## src/mips_pkg.sv

```systemverilog
package mips_pkg;

	localparam int word_width = 32;
	localparam int reg_addr_width = 5;

	typedef logic [word_width-1:0] word_t;
	typedef logic [reg_addr_width-1:0] reg_addr_t;

	// main opcodes, bits 31 to 26.
	localparam logic [5:0] op_rtype = 6'b000000;
	localparam logic [5:0] op_lw    = 6'b100011;
	localparam logic [5:0] op_sw    = 6'b101011;
	localparam logic [5:0] op_beq   = 6'b000100;

	// r-type funct codes, bits 5 to 0.
	localparam logic [5:0] fn_add = 6'b100000;
	localparam logic [5:0] fn_sub = 6'b100010;
	localparam logic [5:0] fn_and = 6'b100100;
	localparam logic [5:0] fn_or  = 6'b100101;
	localparam logic [5:0] fn_slt = 6'b101010;

	// aluop from the main control unit.
	typedef enum logic [1:0] {
		alu_op_add   = 2'b00,
		alu_op_sub   = 2'b01,
		alu_op_funct = 2'b10
	} alu_op_t;

	// operation select for the alu.
	typedef enum logic [2:0] {
		alu_and = 3'b000,
		alu_or  = 3'b001,
		alu_add = 3'b010,
		alu_sub = 3'b110,
		alu_slt = 3'b111
	} alu_ctrl_t;

	// all zero is a bubble.
	typedef struct packed {
		logic    reg_write;
		logic    mem_to_reg;
		logic    branch;
		logic    mem_read;
		logic    mem_write;
		logic    reg_dest;
		logic    alu_src;
		alu_op_t alu_op;
	} ctrl_t;

endpackage

```

## src/id_ex_if.sv

```systemverilog
`timescale 1ns/1ps

interface id_ex_if;

	mips_pkg::ctrl_t ctrl;
	mips_pkg::word_t next_pc;
	mips_pkg::word_t read_data_1;
	mips_pkg::word_t read_data_2;
	mips_pkg::word_t ext_offset;
	mips_pkg::reg_addr_t rt;
	mips_pkg::reg_addr_t rd;

	modport source (
		output ctrl,
		output next_pc,
		output read_data_1,
		output read_data_2,
		output ext_offset,
		output rt,
		output rd
	);

	modport sink (
		input ctrl,
		input next_pc,
		input read_data_1,
		input read_data_2,
		input ext_offset,
		input rt,
		input rd
	);

endinterface

```

## src/datapath_top.sv

```systemverilog
`timescale 1ns/1ps

module datapath_top (
	input  logic            clk,
	input  logic            reset_n,
	input  mips_pkg::word_t instr,
	input  mips_pkg::word_t pc_plus4,
	input  mips_pkg::word_t load_data,
	output mips_pkg::word_t alu_result,
	output mips_pkg::word_t mem_addr,
	output mips_pkg::word_t mem_wdata,
	output logic            mem_read,
	output logic            mem_write,
	output logic            branch_taken,
	output mips_pkg::word_t branch_target
);

	logic wb_en;
	mips_pkg::reg_addr_t wb_addr;
	mips_pkg::word_t wb_data;

	id_ex_if dec_bus ();
	id_ex_if ex_bus ();

	decode_stage u_decode_stage (
		.clk      (clk),
		.reset_n  (reset_n),
		.instr    (instr),
		.pc_plus4 (pc_plus4),
		.dec_bus  (dec_bus.source),
		.wb_en    (wb_en),
		.wb_addr  (wb_addr),
		.wb_data  (wb_data)
	);

	id_ex u_id_ex (
		.clk     (clk),
		.reset_n (reset_n),
		.dec_bus (dec_bus.sink),
		.ex_bus  (ex_bus.source)
	);

	// writeback loops back into decode.
	execute_stage u_execute_stage (
		.ex_bus        (ex_bus.sink),
		.load_data     (load_data),
		.alu_result    (alu_result),
		.mem_addr      (mem_addr),
		.mem_wdata     (mem_wdata),
		.mem_read      (mem_read),
		.mem_write     (mem_write),
		.branch_taken  (branch_taken),
		.branch_target (branch_target),
		.wb_en         (wb_en),
		.wb_addr       (wb_addr),
		.wb_data       (wb_data)
	);

endmodule

```

## src/decode_stage.sv

```systemverilog
`timescale 1ns/1ps

module decode_stage (
	input  logic                clk,
	input  logic                reset_n,
	input  mips_pkg::word_t     instr,
	input  mips_pkg::word_t     pc_plus4,
	id_ex_if.source             dec_bus,
	input  logic                wb_en,
	input  mips_pkg::reg_addr_t wb_addr,
	input  mips_pkg::word_t     wb_data
);

	mips_pkg::word_t if_id_instr;
	mips_pkg::word_t if_id_pc;
	logic [5:0] opcode;
	logic [5:0] funct;
	mips_pkg::reg_addr_t rs;
	mips_pkg::reg_addr_t rt;
	mips_pkg::reg_addr_t rd;
	mips_pkg::ctrl_t ctrl;
	mips_pkg::word_t rs_data;
	mips_pkg::word_t rt_data;

	// if/id register.
	always_ff @(posedge clk) begin
		if (!reset_n) begin
			if_id_instr <= '0;
			if_id_pc <= '0;
		end else begin
			if_id_instr <= instr;
			if_id_pc <= pc_plus4;
		end
	end

	assign opcode = if_id_instr[31:26];
	assign funct = if_id_instr[5:0];
	assign rs = if_id_instr[25:21];
	assign rt = if_id_instr[20:16];
	assign rd = if_id_instr[15:11];

	// main control unit.
	always_comb begin
		ctrl = '0;
		case (opcode)
			mips_pkg::op_rtype: begin
				// unsupported funct codes stay a bubble.
				if ((funct == mips_pkg::fn_add) || (funct == mips_pkg::fn_sub) ||
					(funct == mips_pkg::fn_and) || (funct == mips_pkg::fn_or) ||
					(funct == mips_pkg::fn_slt)) begin
					ctrl.reg_write = 1'b1;
					ctrl.reg_dest = 1'b1;
					ctrl.alu_op = mips_pkg::alu_op_funct;
				end
			end
			mips_pkg::op_lw: begin
				ctrl.reg_write = 1'b1;
				ctrl.mem_to_reg = 1'b1;
				ctrl.mem_read = 1'b1;
				ctrl.alu_src = 1'b1;
				ctrl.alu_op = mips_pkg::alu_op_add;
			end
			mips_pkg::op_sw: begin
				ctrl.mem_write = 1'b1;
				ctrl.alu_src = 1'b1;
				ctrl.alu_op = mips_pkg::alu_op_add;
			end
			mips_pkg::op_beq: begin
				ctrl.branch = 1'b1;
				ctrl.alu_op = mips_pkg::alu_op_sub;
			end
			default: begin
				ctrl = '0;
			end
		endcase
	end

	register_file u_register_file (
		.clk     (clk),
		.reset_n (reset_n),
		.rs_addr (rs),
		.rt_addr (rt),
		.rs_data (rs_data),
		.rt_data (rt_data),
		.wb_en   (wb_en),
		.wb_addr (wb_addr),
		.wb_data (wb_data)
	);

	assign dec_bus.ctrl = ctrl;
	assign dec_bus.next_pc = if_id_pc;
	assign dec_bus.read_data_1 = rs_data;
	assign dec_bus.read_data_2 = rt_data;
	assign dec_bus.ext_offset = {{16{if_id_instr[15]}}, if_id_instr[15:0]};
	assign dec_bus.rt = rt;
	assign dec_bus.rd = rd;

endmodule

```

## src/execute_stage.sv

```systemverilog
`timescale 1ns/1ps

module execute_stage (
	id_ex_if.sink               ex_bus,
	input  mips_pkg::word_t     load_data,
	output mips_pkg::word_t     alu_result,
	output mips_pkg::word_t     mem_addr,
	output mips_pkg::word_t     mem_wdata,
	output logic                mem_read,
	output logic                mem_write,
	output logic                branch_taken,
	output mips_pkg::word_t     branch_target,
	output logic                wb_en,
	output mips_pkg::reg_addr_t wb_addr,
	output mips_pkg::word_t     wb_data
);

	mips_pkg::alu_ctrl_t alu_ctrl;
	mips_pkg::word_t alu_a;
	mips_pkg::word_t alu_b;
	mips_pkg::word_t result;
	logic [5:0] funct;
	logic zero;

	// funct sits in the low bits of the offset field.
	assign funct = ex_bus.ext_offset[5:0];

	// alu control.
	always_comb begin
		case (ex_bus.ctrl.alu_op)
			mips_pkg::alu_op_add: alu_ctrl = mips_pkg::alu_add;
			mips_pkg::alu_op_sub: alu_ctrl = mips_pkg::alu_sub;
			default: begin
				case (funct)
					mips_pkg::fn_add: alu_ctrl = mips_pkg::alu_add;
					mips_pkg::fn_sub: alu_ctrl = mips_pkg::alu_sub;
					mips_pkg::fn_or:  alu_ctrl = mips_pkg::alu_or;
					mips_pkg::fn_slt: alu_ctrl = mips_pkg::alu_slt;
					default:          alu_ctrl = mips_pkg::alu_and;
				endcase
			end
		endcase
	end

	assign alu_a = ex_bus.read_data_1;
	assign alu_b = ex_bus.ctrl.alu_src ? ex_bus.ext_offset : ex_bus.read_data_2;

	always_comb begin
		case (alu_ctrl)
			mips_pkg::alu_and: result = alu_a & alu_b;
			mips_pkg::alu_or:  result = alu_a | alu_b;
			mips_pkg::alu_add: result = alu_a + alu_b;
			mips_pkg::alu_sub: result = alu_a - alu_b;
			mips_pkg::alu_slt: begin
				result = '0;
				result[0] = $signed(alu_a) < $signed(alu_b);
			end
			default: result = '0;
		endcase
	end

	assign zero = (result == '0);
	assign alu_result = result;

	// beq subtracts, so equal operands give zero.
	assign branch_taken = ex_bus.ctrl.branch & zero;
	assign branch_target = ex_bus.next_pc + {ex_bus.ext_offset[29:0], 2'b00};

	assign mem_addr = result;
	assign mem_wdata = ex_bus.read_data_2;
	assign mem_read = ex_bus.ctrl.mem_read;
	assign mem_write = ex_bus.ctrl.mem_write;

	// writeback lands at the end of this cycle.
	assign wb_en = ex_bus.ctrl.reg_write;
	assign wb_addr = ex_bus.ctrl.reg_dest ? ex_bus.rd : ex_bus.rt;
	assign wb_data = ex_bus.ctrl.mem_to_reg ? load_data : result;

endmodule

```

## src/id_ex.sv

```systemverilog
`timescale 1ns/1ps

module id_ex (
	input  logic  clk,
	input  logic  reset_n,
	id_ex_if.sink   dec_bus,
	id_ex_if.source ex_bus
);

	mips_pkg::ctrl_t ctrl_q;
	mips_pkg::word_t next_pc_q;
	mips_pkg::word_t read_data_1_q;
	mips_pkg::word_t read_data_2_q;
	mips_pkg::word_t ext_offset_q;
	mips_pkg::reg_addr_t rt_q;
	mips_pkg::reg_addr_t rd_q;

	// reset loads a bubble into the stage.
	always_ff @(posedge clk) begin
		if (!reset_n) begin
			ctrl_q <= '0;
			next_pc_q <= '0;
			read_data_1_q <= '0;
			read_data_2_q <= '0;
			ext_offset_q <= '0;
			rt_q <= '0;
			rd_q <= '0;
		end else begin
			ctrl_q <= dec_bus.ctrl;
			next_pc_q <= dec_bus.next_pc;
			read_data_1_q <= dec_bus.read_data_1;
			read_data_2_q <= dec_bus.read_data_2;
			ext_offset_q <= dec_bus.ext_offset;
			rt_q <= dec_bus.rt;
			rd_q <= dec_bus.rd;
		end
	end

	assign ex_bus.ctrl = ctrl_q;
	assign ex_bus.next_pc = next_pc_q;
	assign ex_bus.read_data_1 = read_data_1_q;
	assign ex_bus.read_data_2 = read_data_2_q;
	assign ex_bus.ext_offset = ext_offset_q;
	assign ex_bus.rt = rt_q;
	assign ex_bus.rd = rd_q;

endmodule

```

## src/register_file.sv

```systemverilog
`timescale 1ns/1ps

module register_file (
	input  logic                clk,
	input  logic                reset_n,
	input  mips_pkg::reg_addr_t rs_addr,
	input  mips_pkg::reg_addr_t rt_addr,
	output mips_pkg::word_t     rs_data,
	output mips_pkg::word_t     rt_data,
	input  logic                wb_en,
	input  mips_pkg::reg_addr_t wb_addr,
	input  mips_pkg::word_t     wb_data
);

	mips_pkg::word_t regs [0:31];

	// register zero reads zero, a pending write is forwarded.
	function automatic mips_pkg::word_t read_port(input mips_pkg::reg_addr_t addr);
		mips_pkg::word_t value;
		if (addr == '0) begin
			value = '0;
		end else if (wb_en && (wb_addr == addr)) begin
			value = wb_data;
		end else begin
			value = regs[addr];
		end
		return value;
	endfunction

	always_comb begin
		rs_data = read_port(rs_addr);
		rt_data = read_port(rt_addr);
	end

	always_ff @(posedge clk) begin
		if (!reset_n) begin
			for (int i = 0; i < 32; i++) begin
				regs[i] <= '0;
			end
		end else if (wb_en && (wb_addr != '0)) begin
			regs[wb_addr] <= wb_data;
		end
	end

endmodule

```

## config.mk

```make
export PLATFORM = sky130hd
export DESIGN_NAME = datapath_top
export DESIGN_NICKNAME = d
export VERILOG_FILES = /design/src/mips_pkg.sv /design/src/id_ex_if.sv /design/src/datapath_top.sv /design/src/decode_stage.sv /design/src/execute_stage.sv /design/src/id_ex.sv /design/src/register_file.sv
export SDC_FILE = /design/constraint.sdc
export NUM_CORES = 2
export LEC_CHECK = 0
export BUFFER_PORTS_ARGS = -buffer_cell sky130_fd_sc_hd__buf_2
export CAP_MARGIN = 30
export CELL_PAD_IN_SITES_DETAIL_PLACEMENT = 1
export CELL_PAD_IN_SITES_GLOBAL_PLACEMENT = 1
export CORE_MARGIN = 5
export CORE_UTILIZATION = 49
export CTS_BUF_LIST = sky130_fd_sc_hd__clkbuf_2
export DETAILED_ROUTE_END_ITERATION = 8
export GPL_ROUTABILITY_DRIVEN = 0
export PLACE_DENSITY = 0.9
export SETUP_SLACK_MARGIN = 0.2
export SKIP_CTS_REPAIR_TIMING = 1
export SYNTH_ARGS = -nofsm -noshare
export SYNTH_HDL_FRONTEND = slang
export SYNTH_HIERARCHICAL = 1
export SYNTH_SLANG_ARGS = --single-unit
```

## constraint.sdc

```tcl
create_clock -name clk -period 5.5 [get_ports clk]
set_clock_uncertainty 0.1 [all_clocks]
set_input_delay 0 -clock clk [delete_from_list [all_inputs] [get_ports clk]]
set_output_delay 0 -clock clk [all_outputs]
set_load 0.05 [all_outputs]
```

==> results.sh, run 1 <==
export IMPL_outcome="aborted with a tool error"
export IMPL_stop_stage="global routing"
export IMPL_error="[ERROR GRT-0232] Routing congestion too high. Check the congestion heatmap in the GUI."
export IMPL_grt_ovfl_total=142
export IMPL_synth_top_family_by_area="multiplexers"
export IMPL_synth_xor_area_share_pct=0.605
export IMPL_hpwl_mm=182
export IMPL_fp_row_count=138
export IMPL_synth_edff_count=1024
export IMPL_syn_inst=5467
export IMPL_crit_endpoint="branch_taken"
export IMPL_yosys_area_share_simple_pct=14.3
export IMPL_worst_ep_kind="top-level output"
export IMPL_dp_cells=7227
export IMPL_io_pins=229
export IMPL_grt_start_max_net_pins=121
export IMPL_synth_distinct_cells=100
export IMPL_start_util_pct=49.2
export IMPL_clockBufferDepth=4
export IMPL_synth_main_ff_cell="edfxtp_1"
export IMPL_synth_compound_area_share_pct=8.74
export IMPL_dieHeight_um=387
export IMPL_yosysSeqAreaShare_pct=50.3
export IMPL_io_buffers=228
export IMPL_cts_num_sinks=1235
export IMPL_synth_area_um2=69500
export IMPL_die_w_um=387
export IMPL_ys_seq_elements=1235
export IMPL_ys_async_sr_fraction_pct=0
export IMPL_numCtsBuffers=335
export IMPL_synth_area_mux_share_pct=18.2
export IMPL_yosys_warnings=6
export IMPL_grt_antenna_before_repair=113
export IMPL_syn_area_per_cell_um2=12.7
export IMPL_track_usage_pct=58.5
export IMPL_synth_adder_area_share_pct=2.39
export IMPL_htree_levels=5
export IMPL_clockRootBuffer="clkbuf_2"
==> logic make-up after synthesis <==
family          Yosys count
xor+xnor                 48
simple gates           1694
flops                  1235
mux                     788
other cells               1
fa+ha+maj               131
compound gates          851
buf+inv                 719
==> metal layers <==
| metal | overflow | global-route usage, % |
|---|---|---|
| met5 | 0 | 35.8 |
| met1 | 3 | 56.0 |
| met3 | 4 | 48.7 |
| met4 | 73 | 54.1 |
| met2 | 62 | 73.3 |
==> Yosys cell counts (all sizes together) (16+ instances only) <==
cell type	n	area share (%)
o22ai	43	0.40
nor2b	22	0.20
a22o	18	0.23
or3	16	0.14
mux2i	366	5.3
a21o	31	0.33
o21bai	18	0.19
o21ai	161	1.2
nand2b	18	0.16
edfxtp	1024	44
nand2	160	0.86
o211ai	23	0.25
inv	112	0.61
dfxtp	211	6.1
clkbuf	329	1.8
nand4	17	0.15
nand3	26	0.19
buf	277	3.0
nor2	132	0.71
a2111oi	17	0.26
mux2	52	0.85
a21oi	140	1.0
o221a	25	0.41
o221ai	50	0.63
ha	128	2.3
a211oi	49	0.53
a221oi	35	0.44
xnor2	38	0.48
a22oi	106	1.1
a32o	32	0.46
nor3	33	0.27
and2	1212	11
mux4	370	12
==> metrics by stage <==
step	worst slack (ps)	instance area, µm²
CTS	-1730	75100
detailed placement	43.5	72200
global placement	287	72100
floorplan	224	69700
==> run 2, diff against run 1 <==
Settings changed: CELL_PAD_IN_SITES_DETAIL_PLACEMENT 1 to default, CELL_PAD_IN_SITES_GLOBAL_PLACEMENT 1 to default, CORE_UTILIZATION 49 to 40, CTS_BUF_LIST sky130_fd_sc_hd__clkbuf_2 to default, PLACE_DENSITY 0.9 to default, PLACE_DENSITY_LB_ADDON from default to 0.15, SETUP_SLACK_MARGIN 0.2 to default.
Clock period 5.5 ns to 7.2 ns, I/O delays scaled along.
==> results.sh, run 2 <==
export IMPL_outcome="completed"
export IMPL_crit_arrival_ps=6870
export IMPL_setup_violations=0
export IMPL_layout_drive_gt1_share_pct=20.0
export IMPL_p_leak_nw=28.7
export IMPL_cts_clk_slew_worst_paths_ps=60
export IMPL_die_area_um2=182000
export IMPL_grt_ovfl_total=0
export IMPL_r2r_cells=15
export IMPL_hpwl_mm=167
export IMPL_clockBufferDepth=3
export IMPL_largest_register="u_decode_stage/u_register_file/regs"
export IMPL_cp_endpoint="branch_taken"
export IMPL_grt_pass1_wl_mm=359
export IMPL_seqPwrFrac_pct=43.5
export IMPL_holdCritPathClass="primary input to flip-flop"
export IMPL_io_pins=229
export IMPL_crit_path_end_kind="output port"
export IMPL_fp_row_count=153
export IMPL_syn_inst=5467
export IMPL_ys_async_sr_fraction_pct=0
export IMPL_maxCapViolCount=0
export IMPL_synth_main_ff_cell="edfxtp_1"
export IMPL_synth_largest_area_cell="edfxtp_1"
export IMPL_clockRootBuffer="clkbuf_16"
export IMPL_core_um2=173000
export IMPL_p_int_mw=13.2
export IMPL_worstReg2RegEnd="u_id_ex/ex_bus.read_data_1[28]"
export IMPL_drt_pre_antenna_iters=7
export IMPL_fin_util_pct=45.1
export IMPL_io_buffers=228
export IMPL_dieHeight_um=427
export IMPL_peakVddDrop_mv=0.219
export IMPL_p_clk_share_pct=38.0
export IMPL_hold_violations=0
export IMPL_cts_num_sinks=1235
export IMPL_critPathKind="flip-flop to output port"
export IMPL_start_util_pct=40.1
export IMPL_drtAntennaViolNets=0
export IMPL_synth_top_area_share_pct=44.3
export IMPL_rsz0062_at_grt="false"
export IMPL_final_common_cell="and2_1"
export IMPL_largest_reg_flops=1024
export IMPL_final_setup_tns_ps=0
export IMPL_placed_cell_area_um2=72100
export IMPL_grt_antenna_before_repair=19
export IMPL_ys_seq_elements=1235
export IMPL_finalCritPeriodShare_pct=96.8
export IMPL_finalNonFillerCells=8005
export IMPL_cts_tree="yes"
export IMPL_synth_area_um2=69500
export IMPL_worst_ep_required_time_ps=7100
export IMPL_synth_area_leaders="edfxtp_1 (44%), mux4_2 (11%), and2_1 (11%)"
export IMPL_final_cell_mix="and2_1 (1204), edfxtp_1 (1024), mux2i_1 (366)"
export IMPL_yosysSeqAreaShare_pct=50.3
export IMPL_fill_cells=15500
export IMPL_min_period_ps=6970
export IMPL_netlist_top_cells_count="and2_1 (1205), edfxtp_1 (1024), mux2i_1 (366)"
export IMPL_netSwitchingFraction_pct=30.3
export IMPL_worst_pin_slew_ps=1100
export IMPL_track_usage_pct=27.8
export IMPL_slew_violations=0
export IMPL_syn_to_final_growth_pct=12.4
export IMPL_synth_edff_count=1024
export IMPL_rrSetupSlack_ps=1170
export IMPL_power_density_nw_per_um2=242
export IMPL_dp_cells=7596
export IMPL_p_sw_mw=5.71
export IMPL_numCtsBuffers=142
export IMPL_startpoint="u_id_ex/ex_bus.ctrl[2]"
export IMPL_cp_start_kind="flip-flop"
export IMPL_synth_most_common_cell="and2_1"
export IMPL_drc=0
export IMPL_wl_per_cell_um=32.5
export IMPL_yosys_warnings=6
export IMPL_viasPerCell=6.02
export IMPL_die_w_um=427
export IMPL_synth_distinct_cells=100
export IMPL_first_global_vias=46200
export IMPL_wirelength_mm=261
export IMPL_drtIter0Drc=5748
export IMPL_syn_area_per_cell_um2=12.7
export IMPL_fin_nets=5789
export IMPL_final_cell_area_um2=78100
export IMPL_p_comb_share_pct=18.5
export IMPL_crit_fanout=30
export IMPL_vias=48200
export IMPL_slew_headroom_pct=26.5
export IMPL_max_freq_mhz=143
export IMPL_rr_startpoint="u_id_ex/ex_bus.ctrl[2]"
export IMPL_htree_levels=4
export IMPL_grt_start_max_net_pins=96
export IMPL_clkLatencyLatePin_ps=800
-- run 2: cells by family after synthesis --
| logic type | Yosys count | synth area share (%) |
|---|---|---|
| AO/OA/AOI/OAI | 851 | 8.74 |
| XOR/XNOR | 48 | 0.605 |
| adder cells (fa/ha/maj) | 131 | 2.39 |
| buffers and inverters | 719 | 5.45 |
| flip-flops | 1235 | 50.3 |
| multiplexers | 788 | 18.2 |
| other | 1 | 0.00540 |
| AND/OR/NAND/NOR | 1694 | 14.3 |
-- run 2: worst min path at each step --
stage,to,slack (ps),cells past startpoint,from
5_1_grt,u_decode_stage/u_register_file/regs[11][28],110,3,load_data[28]
6_report,u_decode_stage/u_register_file/regs[13][28],90,3,load_data[28]
2_1_floorplan,u_decode_stage/if_id_instr[13],20,1,instr[13]
3_5_place_dp,u_decode_stage/dec_bus.next_pc[3],110,2,pc_plus4[3]
3_3_place_gp,u_decode_stage/dec_bus.next_pc[11],110,2,pc_plus4[11]
4_1_cts,u_decode_stage/dec_bus.next_pc[30],-760,2,pc_plus4[30]
-- run 2: worst max-delay path, cell delays in order (launching register included) --
cell and delay, ps:
dfxtp_2 360, buf_4 520, mux2i_1 390, ha_1 390
nor2b_1 170, a2111oi_0 420, buf_4 200, o211a_2 270
nor3_1 140, o31a_1 400, o221ai_1 360, nand3_1 240
nand4b_1 350, or4_1 620, or4_1 470, nor4_2 400
buf_2 350
-- run 2: layer usage --
| metal | track usage, % | routed length, µm |
|---|---|---|
| met1 | 37.6 | 105000 |
| met2 | 44.2 | 120000 |
| met3 | 6.28 | 25700 |
| met4 | 9.53 | 9760 |
| met5 | 0 | 44 |
-- run 2: power groups by stage --
stage          sequential (mW)  combinational (mW)  clock, mW
6_report                  8.22                3.49       7.17
5_1_grt                   8.24                3.63       7.56
4_1_cts                   8.21                3.37       7.29
3_5_place_dp              8.36                3.36          0
3_3_place_gp              8.35                3.36          0
2_1_floorplan             8.25                2.31          0
-- run 2: final cells by class --
cell class / count / area (µm²) / area share, %
inverters: 113 / 424 / 0.543
repair buffers: 524 / 3820 / 4.89
flip-flops and latches: 1235 / 35000 / 44.8
multi-input cells: 3544 / 31400 / 40.2
clock inverters: 58 / 449 / 0.575
well taps: 2325 / 2910 / 3.72
diodes: 4 / 10.0 / 0.0128
clock buffers: 202 / 4070 / 5.21
-- run 2: through the flow --
step / hold WS, ps / power [mW] / setup WS [ps]
floorplan: 21.7 / 10.6 / 735
global placement: 109 / 11.7 / 1150
detailed placement: 110 / 11.7 / 1110
CTS: -759 / 18.9 / 218
global route: 109 / 19.4 / 68.0
finish: 86.1 / 18.9 / 229
Power figures use the tool's default switching activity.
